`src/hdc_cfg.svh`:
```
`ifndef HDC_CFG_SVH
`define HDC_CFG_SVH

// ====================
// datapath widths
// ====================
`define HDC_DIM      32
`define AXIL_DATA_W  32
`define AXIL_ADDR_W  12

// register map, byte offsets
`define REG_CTRL     12'h000
`define REG_ITEMS    12'h004
`define REG_NGRAM    12'h008
`define REG_FRAME    12'h00C
`define REG_BASE     12'h010

// xorshift32 seed and shift amounts
`define XS_SEED      32'h9E3779B9
`define XS_SH_A      13
`define XS_SH_B      17
`define XS_SH_C      5

`endif

```
`src/hdc_pkg.sv`:
```
`default_nettype none

`include "hdc_cfg.svh"

package hdc_pkg;

    // one hypervector, one bit per dimension
    typedef logic [`HDC_DIM-1:0]     hv_t;

    // register bus words
    typedef logic [`AXIL_DATA_W-1:0] axil_word_t;
    typedef logic [`AXIL_ADDR_W-1:0] axil_addr_t;

    // control register fields
    typedef logic [15:0]             item_cnt_t;
    typedef logic [3:0]              ngram_t;
    typedef logic [15:0]             frame_cnt_t;

    // axi4-lite slave states
    // write path can see aw and w in either order
    typedef enum logic [2:0] {
        IDLE, GOT_AW, GOT_W, WRESP, RD_FETCH, RD_RESP
    } axil_state_e;

endpackage

`default_nettype wire

```
`src/hdc_axil_regs.sv`:
```
`timescale 1ns/10ps
`default_nettype none

`include "hdc_cfg.svh"

module hdc_axil_regs import hdc_pkg::*; (
    input  wire logic       AXIS_ACLK,
    input  wire logic       S_AXI_ARESETN,
    input  wire axil_addr_t s_axi_awaddr,
    input  wire logic       s_axi_awvalid,
    output logic            s_axi_awready,
    input  wire axil_word_t s_axi_wdata,
    input  wire logic       s_axi_wvalid,
    output logic            s_axi_wready,
    output logic [1:0]      s_axi_bresp,
    output logic            s_axi_bvalid,
    input  wire logic       s_axi_bready,
    input  wire axil_addr_t s_axi_araddr,
    input  wire logic       s_axi_arvalid,
    output logic            s_axi_arready,
    output axil_word_t      s_axi_rdata,
    output logic [1:0]      s_axi_rresp,
    output logic            s_axi_rvalid,
    input  wire logic       s_axi_rready,
    input  wire logic       gen_done,
    input  wire hv_t        base_vec,
    output logic            run,
    output logic            gen_start,
    output item_cnt_t       item_count,
    output ngram_t          ngram,
    output frame_cnt_t      frame_len
);

    axil_state_e state;
    axil_addr_t  waddr;
    axil_word_t  wdata;
    axil_addr_t  raddr;
    axil_addr_t  wr_off;
    axil_addr_t  rd_off;
    logic        wr_en;
    logic        gen;

    // ====================
    // handshake outputs
    // ====================
    // always OKAY
    assign s_axi_bresp   = 2'b00;
    assign s_axi_rresp   = 2'b00;
    assign s_axi_awready = (state == IDLE) || (state == GOT_W);
    assign s_axi_wready  = (state == IDLE) || (state == GOT_AW);
    // writes win in idle, so hold off ar while a write is offered
    assign s_axi_arready = (state == IDLE) && !s_axi_awvalid && !s_axi_wvalid;
    assign s_axi_bvalid  = (state == WRESP);
    assign s_axi_rvalid  = (state == RD_RESP);

    // word aligned offsets
    assign wr_off = {waddr[`AXIL_ADDR_W-1:2], 2'b00};
    assign rd_off = {raddr[`AXIL_ADDR_W-1:2], 2'b00};

    // state machine
    always_ff @(posedge AXIS_ACLK) begin
        if (!S_AXI_ARESETN) begin
            state <= IDLE;
            wr_en <= 1'b0;
        end else begin
            wr_en <= 1'b0;
            case (state)
                IDLE: begin
                    if (s_axi_awvalid && s_axi_wvalid) begin
                        state <= WRESP;
                        wr_en <= 1'b1;
                    end else if (s_axi_awvalid) begin
                        state <= GOT_AW;
                    end else if (s_axi_wvalid) begin
                        state <= GOT_W;
                    end else if (s_axi_arvalid) begin
                        state <= RD_FETCH;
                    end
                end
                GOT_AW: begin
                    if (s_axi_wvalid) begin
                        state <= WRESP;
                        wr_en <= 1'b1;
                    end
                end
                GOT_W: begin
                    if (s_axi_awvalid) begin
                        state <= WRESP;
                        wr_en <= 1'b1;
                    end
                end
                WRESP: begin
                    if (s_axi_bready) begin
                        state <= IDLE;
                    end
                end
                // one cycle to fetch read data
                RD_FETCH: state <= RD_RESP;
                RD_RESP: begin
                    if (s_axi_rready) begin
                        state <= IDLE;
                    end
                end
                default: state <= IDLE;
            endcase
        end
    end

    // address and data capture on each handshake
    always_ff @(posedge AXIS_ACLK) begin
        if (s_axi_awvalid && s_axi_awready) begin
            waddr <= s_axi_awaddr;
        end
        if (s_axi_wvalid && s_axi_wready) begin
            wdata <= s_axi_wdata;
        end
        if (s_axi_arvalid && s_axi_arready) begin
            raddr <= s_axi_araddr;
        end
    end

    // ====================
    // register file
    // ====================
    // pulse only on the first wresp cycle
    assign gen_start = wr_en && (wr_off == `REG_CTRL) && wdata[0];

    always_ff @(posedge AXIS_ACLK) begin
        if (!S_AXI_ARESETN) begin
            run        <= 1'b0;
            gen        <= 1'b0;
            item_count <= '0;
            ngram      <= '0;
            frame_len  <= '0;
        end else if (wr_en) begin
            case (wr_off)
                `REG_CTRL:  {run, gen} <= wdata[1:0];
                `REG_ITEMS: item_count <= wdata[15:0];
                `REG_NGRAM: ngram      <= wdata[3:0];
                `REG_FRAME: frame_len  <= wdata[15:0];
                // base is read only
                default: ;
            endcase
        end else if (gen_done) begin
            // generator finished, gen self-clears
            gen <= 1'b0;
        end
    end

    // read mux, narrow fields zero extended
    always_ff @(posedge AXIS_ACLK) begin
        if (state == RD_FETCH) begin
            case (rd_off)
                `REG_CTRL:  s_axi_rdata <= axil_word_t'({run, gen});
                `REG_ITEMS: s_axi_rdata <= axil_word_t'(item_count);
                `REG_NGRAM: s_axi_rdata <= axil_word_t'(ngram);
                `REG_FRAME: s_axi_rdata <= axil_word_t'(frame_len);
                `REG_BASE:  s_axi_rdata <= axil_word_t'(base_vec);
                default:    s_axi_rdata <= '0;
            endcase
        end
    end

    // ====================
    // checks
    // ====================
    // write and read responses are exclusive
    a_resp_excl: assert property (@(posedge AXIS_ACLK) disable iff (!S_AXI_ARESETN)
        !(s_axi_bvalid && s_axi_rvalid));

    // encoder needs a real group length
    a_ngram_run: assert property (@(posedge AXIS_ACLK) disable iff (!S_AXI_ARESETN)
        run |-> (ngram != '0));

endmodule

`default_nettype wire

```
`src/hdc_item_gen.sv`:
```
`timescale 1ns/10ps
`default_nettype none

`include "hdc_cfg.svh"

module hdc_item_gen import hdc_pkg::*; (
    input  wire logic      AXIS_ACLK,
    input  wire logic      S_AXI_ARESETN,
    input  wire logic      gen_start,
    input  wire item_cnt_t item_count,
    output logic           gen_done,
    output hv_t            base_vec
);

    hv_t       xs_state;
    item_cnt_t step_cnt;
    logic      busy;
    logic      last_step;

    // one xorshift32 step, shifts applied in order a, b, c
    function automatic hv_t xs_step(input hv_t x);
        hv_t t;
        t = x ^ (x << `XS_SH_A);
        t = t ^ (t >> `XS_SH_B);
        t = t ^ (t << `XS_SH_C);
        return t;
    endfunction

    // all steps taken
    assign last_step = (step_cnt == item_count);

    // step counter and done pulse
    always_ff @(posedge AXIS_ACLK) begin
        if (!S_AXI_ARESETN) begin
            busy     <= 1'b0;
            gen_done <= 1'b0;
            step_cnt <= '0;
            base_vec <= '0;
        end else begin
            gen_done <= 1'b0;
            if (gen_start) begin
                busy     <= 1'b1;
                step_cnt <= '0;
            end else if (busy) begin
                if (last_step) begin
                    // latch result, tell the regs block
                    busy     <= 1'b0;
                    gen_done <= 1'b1;
                    base_vec <= xs_state;
                end else begin
                    step_cnt <= step_cnt + 16'd1;
                end
            end
        end
    end

    // generator state
    always_ff @(posedge AXIS_ACLK) begin
        if (gen_start) begin
            xs_state <= `XS_SEED;
        end else if (busy && !last_step) begin
            xs_state <= xs_step(xs_state);
        end
    end

endmodule

`default_nettype wire

```
`src/hdc_ngram_encoder.sv`:
```
`timescale 1ns/10ps
`default_nettype none

`include "hdc_cfg.svh"

module hdc_ngram_encoder import hdc_pkg::*; (
    input  wire logic   AXIS_ACLK,
    input  wire logic   S_AXI_ARESETN,
    input  wire logic   run,
    input  wire hv_t    base_vec,
    input  wire ngram_t ngram,
    input  wire hv_t    s_axis_tdata,
    input  wire logic   s_axis_tvalid,
    output logic        s_axis_tready,
    input  wire logic   res_ready,
    output logic        res_valid,
    output hv_t         res_data
);

    hv_t    acc;
    hv_t    bound;
    ngram_t beat_cnt;
    logic   pend;
    logic   beat_acc;
    logic   last_beat;
    logic   slot_free;

    // ====================
    // binding datapath
    // ====================
    // rotate left by one, then xor the new item in
    assign bound = {acc[`HDC_DIM-2:0], acc[`HDC_DIM-1]} ^ s_axis_tdata;

    // stall while a finished group waits in acc
    assign s_axis_tready = run && !pend;
    assign beat_acc      = s_axis_tvalid && s_axis_tready;
    assign last_beat     = (beat_cnt == ngram_t'(ngram - 4'd1));
    // result register empty or handing off now
    assign slot_free     = !res_valid || res_ready;

    // control
    always_ff @(posedge AXIS_ACLK) begin
        if (!S_AXI_ARESETN) begin
            beat_cnt  <= '0;
            pend      <= 1'b0;
            res_valid <= 1'b0;
        end else begin
            if (res_valid && res_ready) begin
                res_valid <= 1'b0;
            end
            if (!run) begin
                beat_cnt <= '0;
                pend     <= 1'b0;
            end else if (pend && slot_free) begin
                // parked group moves out
                pend      <= 1'b0;
                res_valid <= 1'b1;
            end else if (beat_acc) begin
                if (last_beat) begin
                    beat_cnt <= '0;
                    if (slot_free) begin
                        res_valid <= 1'b1;
                    end else begin
                        pend <= 1'b1;
                    end
                end else begin
                    beat_cnt <= beat_cnt + 4'd1;
                end
            end
        end
    end

    // accumulator and result
    always_ff @(posedge AXIS_ACLK) begin
        if (!run) begin
            // idle, track the base so run starts clean
            acc <= base_vec;
        end else if (pend && slot_free) begin
            res_data <= acc;
            acc      <= base_vec;
        end else if (beat_acc) begin
            if (last_beat && slot_free) begin
                res_data <= bound;
                acc      <= base_vec;
            end else begin
                // mid group, or finished group parked
                acc <= bound;
            end
        end
    end

endmodule

`default_nettype wire

```
`src/hdc_stream_out.sv`:
```
`timescale 1ns/10ps
`default_nettype none

module hdc_stream_out import hdc_pkg::*; (
    input  wire logic       AXIS_ACLK,
    input  wire logic       S_AXI_ARESETN,
    input  wire logic       run,
    input  wire frame_cnt_t frame_len,
    input  wire logic       res_valid,
    input  wire hv_t        res_data,
    output logic            res_ready,
    input  wire logic       m_axis_tready,
    output logic            m_axis_tvalid,
    output hv_t             m_axis_tdata,
    output logic            m_axis_tlast
);

    frame_cnt_t res_cnt;
    logic       take;
    logic       frame_end;

    // slot empty or draining this cycle
    assign res_ready = !m_axis_tvalid || m_axis_tready;
    assign take      = res_valid && res_ready;
    // every frame_len-th result closes a frame
    assign frame_end = (res_cnt == frame_cnt_t'(frame_len - 16'd1));

    // ====================
    // holding register
    // ====================
    always_ff @(posedge AXIS_ACLK) begin
        if (!S_AXI_ARESETN) begin
            m_axis_tvalid <= 1'b0;
            m_axis_tlast  <= 1'b0;
            res_cnt       <= '0;
        end else begin
            if (take) begin
                m_axis_tvalid <= 1'b1;
                m_axis_tlast  <= frame_end;
            end else if (m_axis_tready) begin
                m_axis_tvalid <= 1'b0;
                m_axis_tlast  <= 1'b0;
            end
            // result counter, restarts while stopped
            if (!run) begin
                res_cnt <= '0;
            end else if (take) begin
                res_cnt <= frame_end ? '0 : res_cnt + 16'd1;
            end
        end
    end

    // payload
    always_ff @(posedge AXIS_ACLK) begin
        if (take) begin
            m_axis_tdata <= res_data;
        end
    end

    // axis rule, beat held until accepted
    a_hold: assert property (@(posedge AXIS_ACLK) disable iff (!S_AXI_ARESETN)
        (m_axis_tvalid && !m_axis_tready) |=> (m_axis_tvalid && $stable(m_axis_tdata)));

endmodule

`default_nettype wire

```
`src/hdc_top.sv`:
```
`timescale 1ns/10ps
`default_nettype none

module hdc_top import hdc_pkg::*; (
    input  wire logic       AXIS_ACLK,
    input  wire logic       S_AXI_ARESETN,
    // axi4-lite control
    input  wire axil_addr_t s_axi_awaddr,
    input  wire logic       s_axi_awvalid,
    output logic            s_axi_awready,
    input  wire axil_word_t s_axi_wdata,
    input  wire logic       s_axi_wvalid,
    output logic            s_axi_wready,
    output logic [1:0]      s_axi_bresp,
    output logic            s_axi_bvalid,
    input  wire logic       s_axi_bready,
    input  wire axil_addr_t s_axi_araddr,
    input  wire logic       s_axi_arvalid,
    output logic            s_axi_arready,
    output axil_word_t      s_axi_rdata,
    output logic [1:0]      s_axi_rresp,
    output logic            s_axi_rvalid,
    input  wire logic       s_axi_rready,
    // item stream in
    input  wire hv_t        s_axis_tdata,
    input  wire logic       s_axis_tvalid,
    output logic            s_axis_tready,
    // n-gram stream out
    output hv_t             m_axis_tdata,
    output logic            m_axis_tvalid,
    input  wire logic       m_axis_tready,
    output logic            m_axis_tlast
);

    logic       run;
    logic       gen_start;
    logic       gen_done;
    hv_t        base_vec;
    item_cnt_t  item_count;
    ngram_t     ngram;
    frame_cnt_t frame_len;
    logic       res_valid;
    logic       res_ready;
    hv_t        res_data;

    // ====================
    // input side
    // ====================
    hdc_axil_regs u_regs (
        .AXIS_ACLK     (AXIS_ACLK),
        .S_AXI_ARESETN (S_AXI_ARESETN),
        .s_axi_awaddr  (s_axi_awaddr),
        .s_axi_awvalid (s_axi_awvalid),
        .s_axi_awready (s_axi_awready),
        .s_axi_wdata   (s_axi_wdata),
        .s_axi_wvalid  (s_axi_wvalid),
        .s_axi_wready  (s_axi_wready),
        .s_axi_bresp   (s_axi_bresp),
        .s_axi_bvalid  (s_axi_bvalid),
        .s_axi_bready  (s_axi_bready),
        .s_axi_araddr  (s_axi_araddr),
        .s_axi_arvalid (s_axi_arvalid),
        .s_axi_arready (s_axi_arready),
        .s_axi_rdata   (s_axi_rdata),
        .s_axi_rresp   (s_axi_rresp),
        .s_axi_rvalid  (s_axi_rvalid),
        .s_axi_rready  (s_axi_rready),
        .gen_done      (gen_done),
        .base_vec      (base_vec),
        .run           (run),
        .gen_start     (gen_start),
        .item_count    (item_count),
        .ngram         (ngram),
        .frame_len     (frame_len)
    );

    hdc_item_gen u_item_gen (
        .AXIS_ACLK     (AXIS_ACLK),
        .S_AXI_ARESETN (S_AXI_ARESETN),
        .gen_start     (gen_start),
        .item_count    (item_count),
        .gen_done      (gen_done),
        .base_vec      (base_vec)
    );

    // ====================
    // processing and output
    // ====================
    hdc_ngram_encoder u_encoder (
        .AXIS_ACLK     (AXIS_ACLK),
        .S_AXI_ARESETN (S_AXI_ARESETN),
        .run           (run),
        .base_vec      (base_vec),
        .ngram         (ngram),
        .s_axis_tdata  (s_axis_tdata),
        .s_axis_tvalid (s_axis_tvalid),
        .s_axis_tready (s_axis_tready),
        .res_ready     (res_ready),
        .res_valid     (res_valid),
        .res_data      (res_data)
    );

    hdc_stream_out u_stream_out (
        .AXIS_ACLK     (AXIS_ACLK),
        .S_AXI_ARESETN (S_AXI_ARESETN),
        .run           (run),
        .frame_len     (frame_len),
        .res_valid     (res_valid),
        .res_data      (res_data),
        .res_ready     (res_ready),
        .m_axis_tready (m_axis_tready),
        .m_axis_tvalid (m_axis_tvalid),
        .m_axis_tdata  (m_axis_tdata),
        .m_axis_tlast  (m_axis_tlast)
    );

endmodule

`default_nettype wire

```
`config.mk`:
```
export PLATFORM = sky130hd
export DESIGN_NAME = hdc_top
export DESIGN_NICKNAME = d
export VERILOG_FILES = /design/src/hdc_pkg.sv /design/src/hdc_axil_regs.sv /design/src/hdc_item_gen.sv /design/src/hdc_ngram_encoder.sv /design/src/hdc_stream_out.sv /design/src/hdc_top.sv
export VERILOG_INCLUDE_DIRS = /design/src
export SDC_FILE = /design/constraint.sdc
export NUM_CORES = 1
export LEC_CHECK = 0
export BUFFER_PORTS_ARGS = -buffer_cell sky130_fd_sc_hd__buf_4
export CAP_MARGIN = 5
export CORE_MARGIN = 2
export CORE_UTILIZATION = 50
export CTS_BUF_LIST = sky130_fd_sc_hd__clkbuf_16
export DETAILED_ROUTE_END_ITERATION = 10
export HOLD_SLACK_MARGIN = 0.02
export PLACE_DENSITY = 0.83
export SLEW_MARGIN = 20
export SYNTH_ARGS = -nofsm -noshare
export SYNTH_HDL_FRONTEND = slang
export SYNTH_SLANG_ARGS = --single-unit
```
`constraint.sdc`:
```
create_clock -name AXIS_ACLK -period 3.25 [get_ports AXIS_ACLK]
set_clock_uncertainty 0.15 [all_clocks]
set_input_delay 0.1625 -clock AXIS_ACLK [delete_from_list [all_inputs] [get_ports AXIS_ACLK]]
set_output_delay 0.1625 -clock AXIS_ACLK [all_outputs]
set_load 0.05 [all_outputs]
```
==> flow_metrics.tcl, run 1 <==
set metrics [dict create \
    tns_ns 0 \
    avgRoutedWirePerCell_um 17.6 \
    worst-path-buf-inv 1 \
    cts_tree "built" \
    cts_resized 0 \
    fmax_ghz 0.364 \
    slew_headroom 0.500 \
    intPower_mw 7.00 \
    clockPowerShare 0.387 \
    period_share 0.845 \
    cp_top_family "simple AND/OR/NAND/NOR gates" \
    place_area_mm2 0.0152 \
    final_hold_viol_count 0 \
    p_switching_mw 2.36 \
    grt_pass1_wl_um 49800 \
    clock-sinks 312 \
    hp-start "s_axi_rready" \
    clockBufferDepth 3 \
    antenna_found_initial 0 \
    rows 60 \
    layout_common_cells "edfxtp_1, buf_4, dfxtp_1" \
    antenna_left 0 \
    setup.worst_path.start_class "flip-flop" \
    start_util 0.511 \
    ys_types 60 \
    clk_pin_slew_ns 0.06 \
    power_frac_seq 0.487 \
    worstRegToRegCells 7 \
    r2r_start "u_regs.frame_len[3]" \
    diodes 0 \
    reg2reg_setup_slack_ns 0.50 \
    overflow 0 \
    synthArstFlopShare 0 \
    die_area_mm2 0.0289 \
    drv_slew 0 \
    synth_edf_count 164 \
    critPathRequiredTime_ns 3.52 \
    synth.avg_cell_area_um2 11.1 \
    grt_pass1_vias 9656 \
    viasPerCell 5.48 \
    cts_root_buffer "clkbuf_16" \
    numCtsBuffers 31 \
    syn_area_mm2 0.0138 \
    synth-seq-cells 312 \
    worst_pin_slew_ns 0.750 \
    maxCapViolCount 0 \
    cts-hold-fix-buffers 75 \
    arrival_ns 3.01 \
    min_to "u_regs.state[2]" \
    switching_share 0.252 \
    yosysTopAreaCell "edfxtp_1" \
    p_leak_nw 6.81 \
    rsz0062_at_grt "no" \
    drcViolationCount 0 \
    ir_worst_vdd_uv 483 \
    drtIter0Drc 752 \
    synth.area.top_cells "edfxtp_1, dfxtp_1, xnor2_1" \
    core_mm2 0.0270 \
    r2r-end "u_stream_out.res_cnt[15]" \
    grt_max_degree 68 \
    fin_util 0.629 \
    yosysSeqAreaShare 0.572 \
    globalplace.congestion 0.904 \
    dp_hpwl_um 21200 \
    insertion_delay_ns 0.57 \
    die_y_um 170 \
    grt.total_usage 0.217 \
    slowest_delay_ns 0.56 \
    drive_gt1_frac 0.163 \
    area_growth_pct 23.2 \
    hp-class "in -> reg" \
    portBuffers 148 \
    postCtsSetupRepairBufs 0 \
    syn_inst 1242 \
    crit_path_cell_trace "or4_1, or4_1, xnor2_1, or2_2, nor4_4, buf_4, nor3_1" \
    status "complete, no violations" \
    routed_wl_um 31900 \
    drt_first_pass_iters 5 \
    comb_power_share 0.126 \
    holdWs_ns 0.0561 \
    path_max_fanout 14 \
    yosysTopAreaCellShare 0.357 \
    finalPower_mw 9.36 \
    power_density_mw_per_mm2 551 \
    io_pins 173 \
    finalSetupViolCount 0 \
    crit_start "u_regs.frame_len[3]" \
    dr_total_vias 9920 \
    yosys_warnings 0 \
    min_period_ns 2.75 \
    critPathCaptureType "flip-flop" \
    synth-main-ff-cell "edfxtp_1" \
    design_area_mm2 0.0170 \
    fillers 1976 \
    crit_top_cell "or4_1" \
    nets 1547 \
    htreeDepth 1 \
    hold_depth 5 \
    slowest_stage "or4_1" \
    layout_commonest_cell "edfxtp_1" \
    path_class "reg -> reg" \
    die_w_um 170 \
]
-- sequential cells by signal, summed over array words and instances, names as in the netlist, 10 cells and up --
name and count:
u_encoder.acc 32, u_encoder.res_data 32, u_item_gen.base_vec 32, u_item_gen.step_cnt 16, u_item_gen.xs_state 32, u_regs.frame_len 16, u_regs.item_count 16, u_regs.raddr 10
u_regs.s_axi_rdata 32, u_regs.waddr 10, u_regs.wdata 16, u_stream_out.m_axis_tdata 32, u_stream_out.res_cnt 16
-- worst reg2reg max path: stages, from the launching register on --
cell,delay (ns)
dfxtp_1,0.41
or4_1,0.57
or4_1,0.44
xnor2_1,0.14
or2_2,0.34
nor4_4,0.20
buf_4,0.27
nor3_1,0.08
-- cell usage after synthesis, types with 29 or more instances --
library cell	count
nand2_1	80
inv_1	29
xnor2_1	124
mux2i_1	78
nor2_1	88
clkbuf_1	51
edfxtp_1	164
nor2b_1	72
o21ai_0	73
dfxtp_1	148
a21oi_1	50
xor2_1	33
-- power groups by stage --
stage | registers [mW] | clock network (mW) | logic, mW
after floorplan | 4.62 | 0 | 0.778
after global placement | 4.63 | 0 | 1.06
after detailed placement | 4.64 | 0 | 1.08
after CTS | 4.55 | 3.66 | 1.17
after global routing | 4.57 | 3.82 | 1.28
final | 4.56 | 3.63 | 1.18
-- area by class of cell --
class	instances	area, um2	share of cell area
timing repair buffer	240	2010	0.119
inverter	30	113	0.00663
clock buffer	31	776	0.0456
clock inverter	27	264	0.0155
tap	341	427	0.0251
sequential	312	7890	0.464
multi-input combinational	830	5520	0.324
-- per-stage QoR --
step	instances	setup slack [ns]
2_1_floorplan	1245	0.350
3_3_place_gp	1678	0.560
3_5_place_dp	1678	0.532
4_1_cts	1811	0.514
5_1_grt	1811	0.409
6_report	1811	0.503
-- metal layers --
metal	GRT usage	wire length, um
met5	0	0
met4	0.0855	1100
met3	0.0263	1780
met2	0.362	15200
met1	0.289	13800
-- how the worst max path moves through the flow --
stage	depth (start not counted)	endpoint
finish	7	u_stream_out.res_cnt[15]
global route	7	u_stream_out.res_cnt[15]
CTS	7	u_stream_out.res_cnt[15]
detailed placement	7	u_stream_out.res_cnt[15]
global placement	7	u_stream_out.res_cnt[3]
floorplan	6	u_encoder.acc[0]
-- cell families after synthesis --
group,after synthesis,synth area share
other,1,0.000272
XOR/XNOR,157,0.0996
buffers and inverters,103,0.0330
multiplexers,78,0.0566
flip-flops,312,0.572
adder cells (fa/ha/maj),5,0.00453
AND/OR/NAND/NOR,415,0.159
AO/OA/AOI/OAI,171,0.0757
Note: power is estimated with default switching activity, not from simulation.
==> run 2, diff against run 1 <==
- clock period: 3.25 -> 2.3 ns (I/O delays scaled with it)
==> flow_metrics.tcl, run 2 (same netlist as run 1, synthesis figures left out) <==
set metrics [dict create \
    status "finished with violations" \
    violations "negative setup slack" \
    switching_share 0.264 \
    grt.total_usage 0.233 \
    diodes 0 \
    globalplace.congestion 0.909 \
    final_hold_viol_count 0 \
    drcViolationCount 0 \
    antenna_left 0 \
    arrival_ns 2.54 \
    worstRegToRegCells 9 \
    cts_root_buffer "clkbuf_16" \
    fmax_ghz 0.410 \
    slew_headroom 0.652 \
    dp_hpwl_um 22600 \
    layout.cells.non_filler 1864 \
    layout_common_cells "buf_4, edfxtp_1, dfxtp_1" \
    min_to "u_regs.state[2]" \
    antenna_found_initial 0 \
    period_share 1.06 \
    finalSetupViolCount 57 \
    cp_top_family "simple AND/OR/NAND/NOR gates" \
    intPower_mw 9.86 \
    portBuffers 148 \
    worst-path-buf-inv 2 \
    min_period_ns 2.44 \
    drt_first_pass_iters 7 \
    holdWs_ns 0.0279 \
    viasPerCell 5.55 \
    core_mm2 0.0270 \
    drive_gt1_frac 0.207 \
    fin_util 0.657 \
    ir_worst_vdd_uv 620 \
    comb_power_share 0.128 \
    p_leak_nw 7.19 \
    clockPowerShare 0.390 \
    hold_depth 5 \
    dp.cells 1715 \
    grt_max_degree 74 \
    grt_pass1_vias 10100 \
    path_depth 9 \
    fillers 1857 \
    numCtsBuffers 34 \
    dr_total_vias 10300 \
    grt_pass1_wl_um 52900 \
    hp-class "in -> reg" \
    path_class "reg -> reg" \
    crit_start "u_regs.ngram[0]" \
    crit_path_cell_trace "inv_4, ha_4, xor2_2, xnor2_1, nand3_1, nor2_1, o21a_1, nor2b_4, clkbuf_16" \
    clock-sinks 312 \
    area_growth_pct 28.7 \
    avgRoutedWirePerCell_um 18.7 \
    die_y_um 170 \
    drv_slew 0 \
    critPathCaptureType "flip-flop" \
    die_w_um 170 \
    power_density_mw_per_mm2 755 \
    die_area_mm2 0.0289 \
    cts_tree "built" \
    overflow 0 \
    layout_commonest_cell "buf_4" \
    routed_wl_um 34900 \
    start_util 0.511 \
    clockBufferDepth 3 \
    p_switching_mw 3.54 \
    reg2reg_setup_slack_ns -0.14 \
    r2r-end "u_encoder.res_data[5]" \
    slowest_delay_ns 0.37 \
    rsz0062_at_grt "yes" \
    htreeDepth 2 \
    insertion_delay_ns 0.53 \
    hp-start "s_axi_rready" \
    power_frac_seq 0.482 \
    setup.worst_path.start_class "flip-flop" \
    io_pins 173 \
    critPathRequiredTime_ns 2.39 \
    worst_pin_slew_ns 0.523 \
    maxCapViolCount 0 \
    drtIter0Drc 1015 \
    clk_pin_slew_ns 0.06 \
    nets 1599 \
    path_max_fanout 8 \
    r2r_start "u_regs.ngram[0]" \
    fin_ws_ns -0.142 \
    rows 60 \
    slowest_stage "dfxtp_4" \
]
==> run 2: cell types whose count changed in the layout (fill, tap and decap cells not counted), sizes merged <==
cell	change
dlygate4sd3	+1
buf	+46
clkinv	+4
bufinv	-3
clkbuf	+5
==> run 2: worst max path at each step <==
stage                     slack [ns]                       end
after floorplan                -0.22  u_stream_out.res_cnt[10]
after global placement         -0.09   u_stream_out.res_cnt[4]
after detailed placement       -0.13  u_stream_out.res_cnt[13]
after CTS                       -0.1  u_stream_out.res_cnt[11]
after global routing           -0.25    u_encoder.res_data[13]
final                          -0.14     u_encoder.res_data[5]
==> run 2: worst reg2reg max path: stages (launching register included) <==
cell and delay [ns]:
dfxtp_4 0.37, inv_4 0.04, ha_4 0.15, xor2_2 0.14, xnor2_1 0.24, nand3_1 0.19
nor2_1 0.14, o21a_1 0.21, nor2b_4 0.33, clkbuf_16 0.22
==> run 2: per-layer routing <==
metal  GRT usage  wire length, um  up-vias
met5           0                0        -
met4      0.0951             1340        0
met3      0.0347             2210       81
met2       0.400            17100      439
met1       0.295            14200     4950
li1            -                -     4866
==> run 2: timing repair <==
action / 4_1_cts / 5_1_grt
endpoints found under the setup margin: 35 / 74
hold endpoints to repair: 111 / 0
gates cloned: 0 / 3
hold buffers: 76 / 0
pin swaps: 2 / 11
resized for setup: 11 / 25
setup buffers: 0 / 8
==> run 2: cell type report <==
class / count / area (um2) / share of cell area
clock inverter: 28 / 228 / 0.0128
timing repair buffer: 289 / 2560 / 0.144
tap: 341 / 427 / 0.0240
inverter: 30 / 116 / 0.00655
multi-input combinational: 830 / 5670 / 0.319
sequential: 312 / 7900 / 0.445
clock buffer: 34 / 851 / 0.0479
==> run 2: per-stage QoR <==
step,power (mW),instance area (um2),TNS (ns),setup slack (ns)
5_1_grt,13.8,17800,-12.76,-0.248
6_report,13.4,17800,-6.13,-0.142
3_3_place_gp,8.06,15700,-1.30,-0.0898
3_5_place_dp,8.13,15700,-2.14,-0.125
4_1_cts,13.4,17500,-1.29,-0.0994
2_1_floorplan,7.64,13900,-2.27,-0.216
==> run 2: power by group through the flow <==
stage          clock network (mW)  registers [mW]  logic [mW]
3_5_place_dp                    0            6.57        1.57
4_1_cts                      5.23            6.45        1.70
3_3_place_gp                    0            6.55        1.51
6_report                     5.22            6.46        1.72
2_1_floorplan                   0            6.52        1.11
5_1_grt                      5.50            6.48        1.86
==> run 3, diff against run 2 <==
- SETUP_SLACK_MARGIN: unset -> 0.3
==> flow_metrics.tcl, run 3 (same netlist as run 1, synthesis figures left out) <==
set metrics [dict create \
    nets 1680 \
    status "finished with violations" \
    layout_commonest_cell "buf_4" \
    rows 60 \
    dr_total_vias 12200 \
    fin_util 0.756 \
    fmax_ghz 0.408 \
    portBuffers 148 \
    hp-start "s_axi_awaddr[9]" \
    fin_ws_ns -0.149 \
    grt_max_degree 65 \
    rsz0062_at_grt "yes" \
    hp-class "in -> reg" \
    period_share 1.06 \
    diodes 0 \
    area_growth_pct 48.0 \
    r2r_start "u_item_gen.step_cnt[3]" \
    clock-sinks 312 \
    maxCapViolCount 0 \
    htreeDepth 1 \
    arrival_ns 2.76 \
    grt.busiest_layer "met2" \
    io_pins 173 \
    critPathRequiredTime_ns 2.61 \
    power_density_mw_per_mm2 666 \
    grt_pass1_wl_um 63700 \
    clk_pin_slew_ns 0.07 \
    overflow 0 \
    die_area_mm2 0.0289 \
    min_to "u_regs.waddr[9]" \
    post-place-ws_ns -0.145 \
    core_mm2 0.0270 \
    drive_gt1_frac 0.373 \
    avgRoutedWirePerCell_um 26.2 \
    start_util 0.511 \
    routed_wl_um 50900 \
    antenna_found_initial 0 \
    grt.total_usage 0.287 \
    antenna_left 0 \
    path_max_fanout 5 \
    drv_slew 0 \
    slowest_stage "o41ai_4" \
    globalplace.congestion 0.888 \
    worst-path-buf-inv 4 \
    grt_pass1_vias 11500 \
    cts_root_buffer "clkbuf_16" \
    insertion_delay_ns 0.59 \
    slew_headroom 0.622 \
    gr-usage-met1 0.346 \
    crit_top_cell "buf_6" \
    finalSetupViolCount 85 \
    p_leak_nw 8.28 \
    worstRegToRegCells 10 \
    min_period_ns 2.45 \
    drcViolationCount 0 \
    cp_top_family "buffers and inverters" \
    ir_worst_vdd_uv 759 \
    gr-usage-met2 0.501 \
    critPathCaptureType "flip-flop" \
    violations "negative setup slack" \
    tns_ns -7.15 \
    viasPerCell 6.28 \
    layout_common_cells "buf_4, edfxtp_1, dfxtp_1" \
    reg2reg_setup_slack_ns -0.15 \
    die_w_um 170 \
    path_class "reg -> reg" \
    r2r-end "u_item_gen.xs_state[28]" \
    dp_hpwl_um 22500 \
    drtIter0Drc 1862 \
    fillers 1347 \
    crit_path_cell_trace "xnor2_1, nand4_1, o41ai_4, buf_6, buf_6, clkbuf_16, buf_6, nor3_2, xnor2_1, nand2_1" \
    use_met3 0.0451 \
    numCtsBuffers 31 \
    cts_tree "built" \
    final_hold_viol_count 0 \
    die_y_um 170 \
    drt_first_pass_iters 7 \
    slowest_delay_ns 0.40 \
    hold_depth 2 \
    setup.worst_path.start_class "flip-flop" \
    worst_pin_slew_ns 0.567 \
    clockBufferDepth 3 \
]
## run 3: cell types whose count changed in the layout (fill, tap and decap cells not counted), sizes merged
cell / previous run / this run
buf: 211 / 289
bufbuf: 0 / 1
clkbuf: 36 / 37
clkinv: 13 / 9
clkinvlp: 2 / 11
dlygate4sd3: 76 / 77
inv: 41 / 35
## run 3: power by group
part / switching [mW] / internal [mW]
combinational: 1.22 / 0.824
clock: 2.31 / 2.70
sequential: 0.431 / 6.12
## run 3: worst max-delay path by stage
stage                      startpoint                        to  cells after the start
2_1_floorplan     u_regs.frame_len[3]  u_stream_out.res_cnt[10]                      8
3_3_place_gp      u_regs.frame_len[3]   u_stream_out.res_cnt[4]                      7
3_5_place_dp      u_regs.frame_len[3]   u_stream_out.res_cnt[7]                      7
4_1_cts           u_regs.frame_len[0]   u_stream_out.res_cnt[7]                      8
5_1_grt               u_regs.ngram[1]    u_encoder.res_data[25]                     10
6_report       u_item_gen.step_cnt[3]   u_item_gen.xs_state[28]                     10
## run 3: area by class of cell
type	count	area [um2]	share of cell area
Clock buffer	31	776	0.0380
Clock inverter	27	208	0.0102
Inverter	30	118	0.00576
Multi-Input combinational cell	830	6780	0.332
Sequential cell	312	7950	0.389
Tap cell	341	427	0.0209
Timing Repair Buffer	373	4170	0.204
## run 3: through the flow
stage	hold slack, ns	instances	power, mW	instance area [um2]
after floorplan	0.0639	1245	7.65	14000
after global placement	0.144	1707	8.08	15600
after detailed placement	0.144	1707	8.14	15600
after CTS	0.101	1914	13.1	19300
after global routing	0.0945	1944	13.9	20400
final	0.103	1944	13.6	20400
## run 3: metal layers
metal | share of wire | vias up
met3 | 0.11 | 304
met1 | 0.34 | 5816
met4 | 0.071 | 0
met2 | 0.48 | 1055
li1 | - | 5035
met5 | 0 | -
## run 3: what timing repair did
item | in CTS | in global routing
gates resized for setup | 235 | 181
pin swaps | 98 | 85
setup endpoints to repair | 193 | 236
hold buffers | 77 | 0
gates cloned | 29 | 6
endpoints found under the hold margin | 153 | 0
buffers inserted | 43 | 24
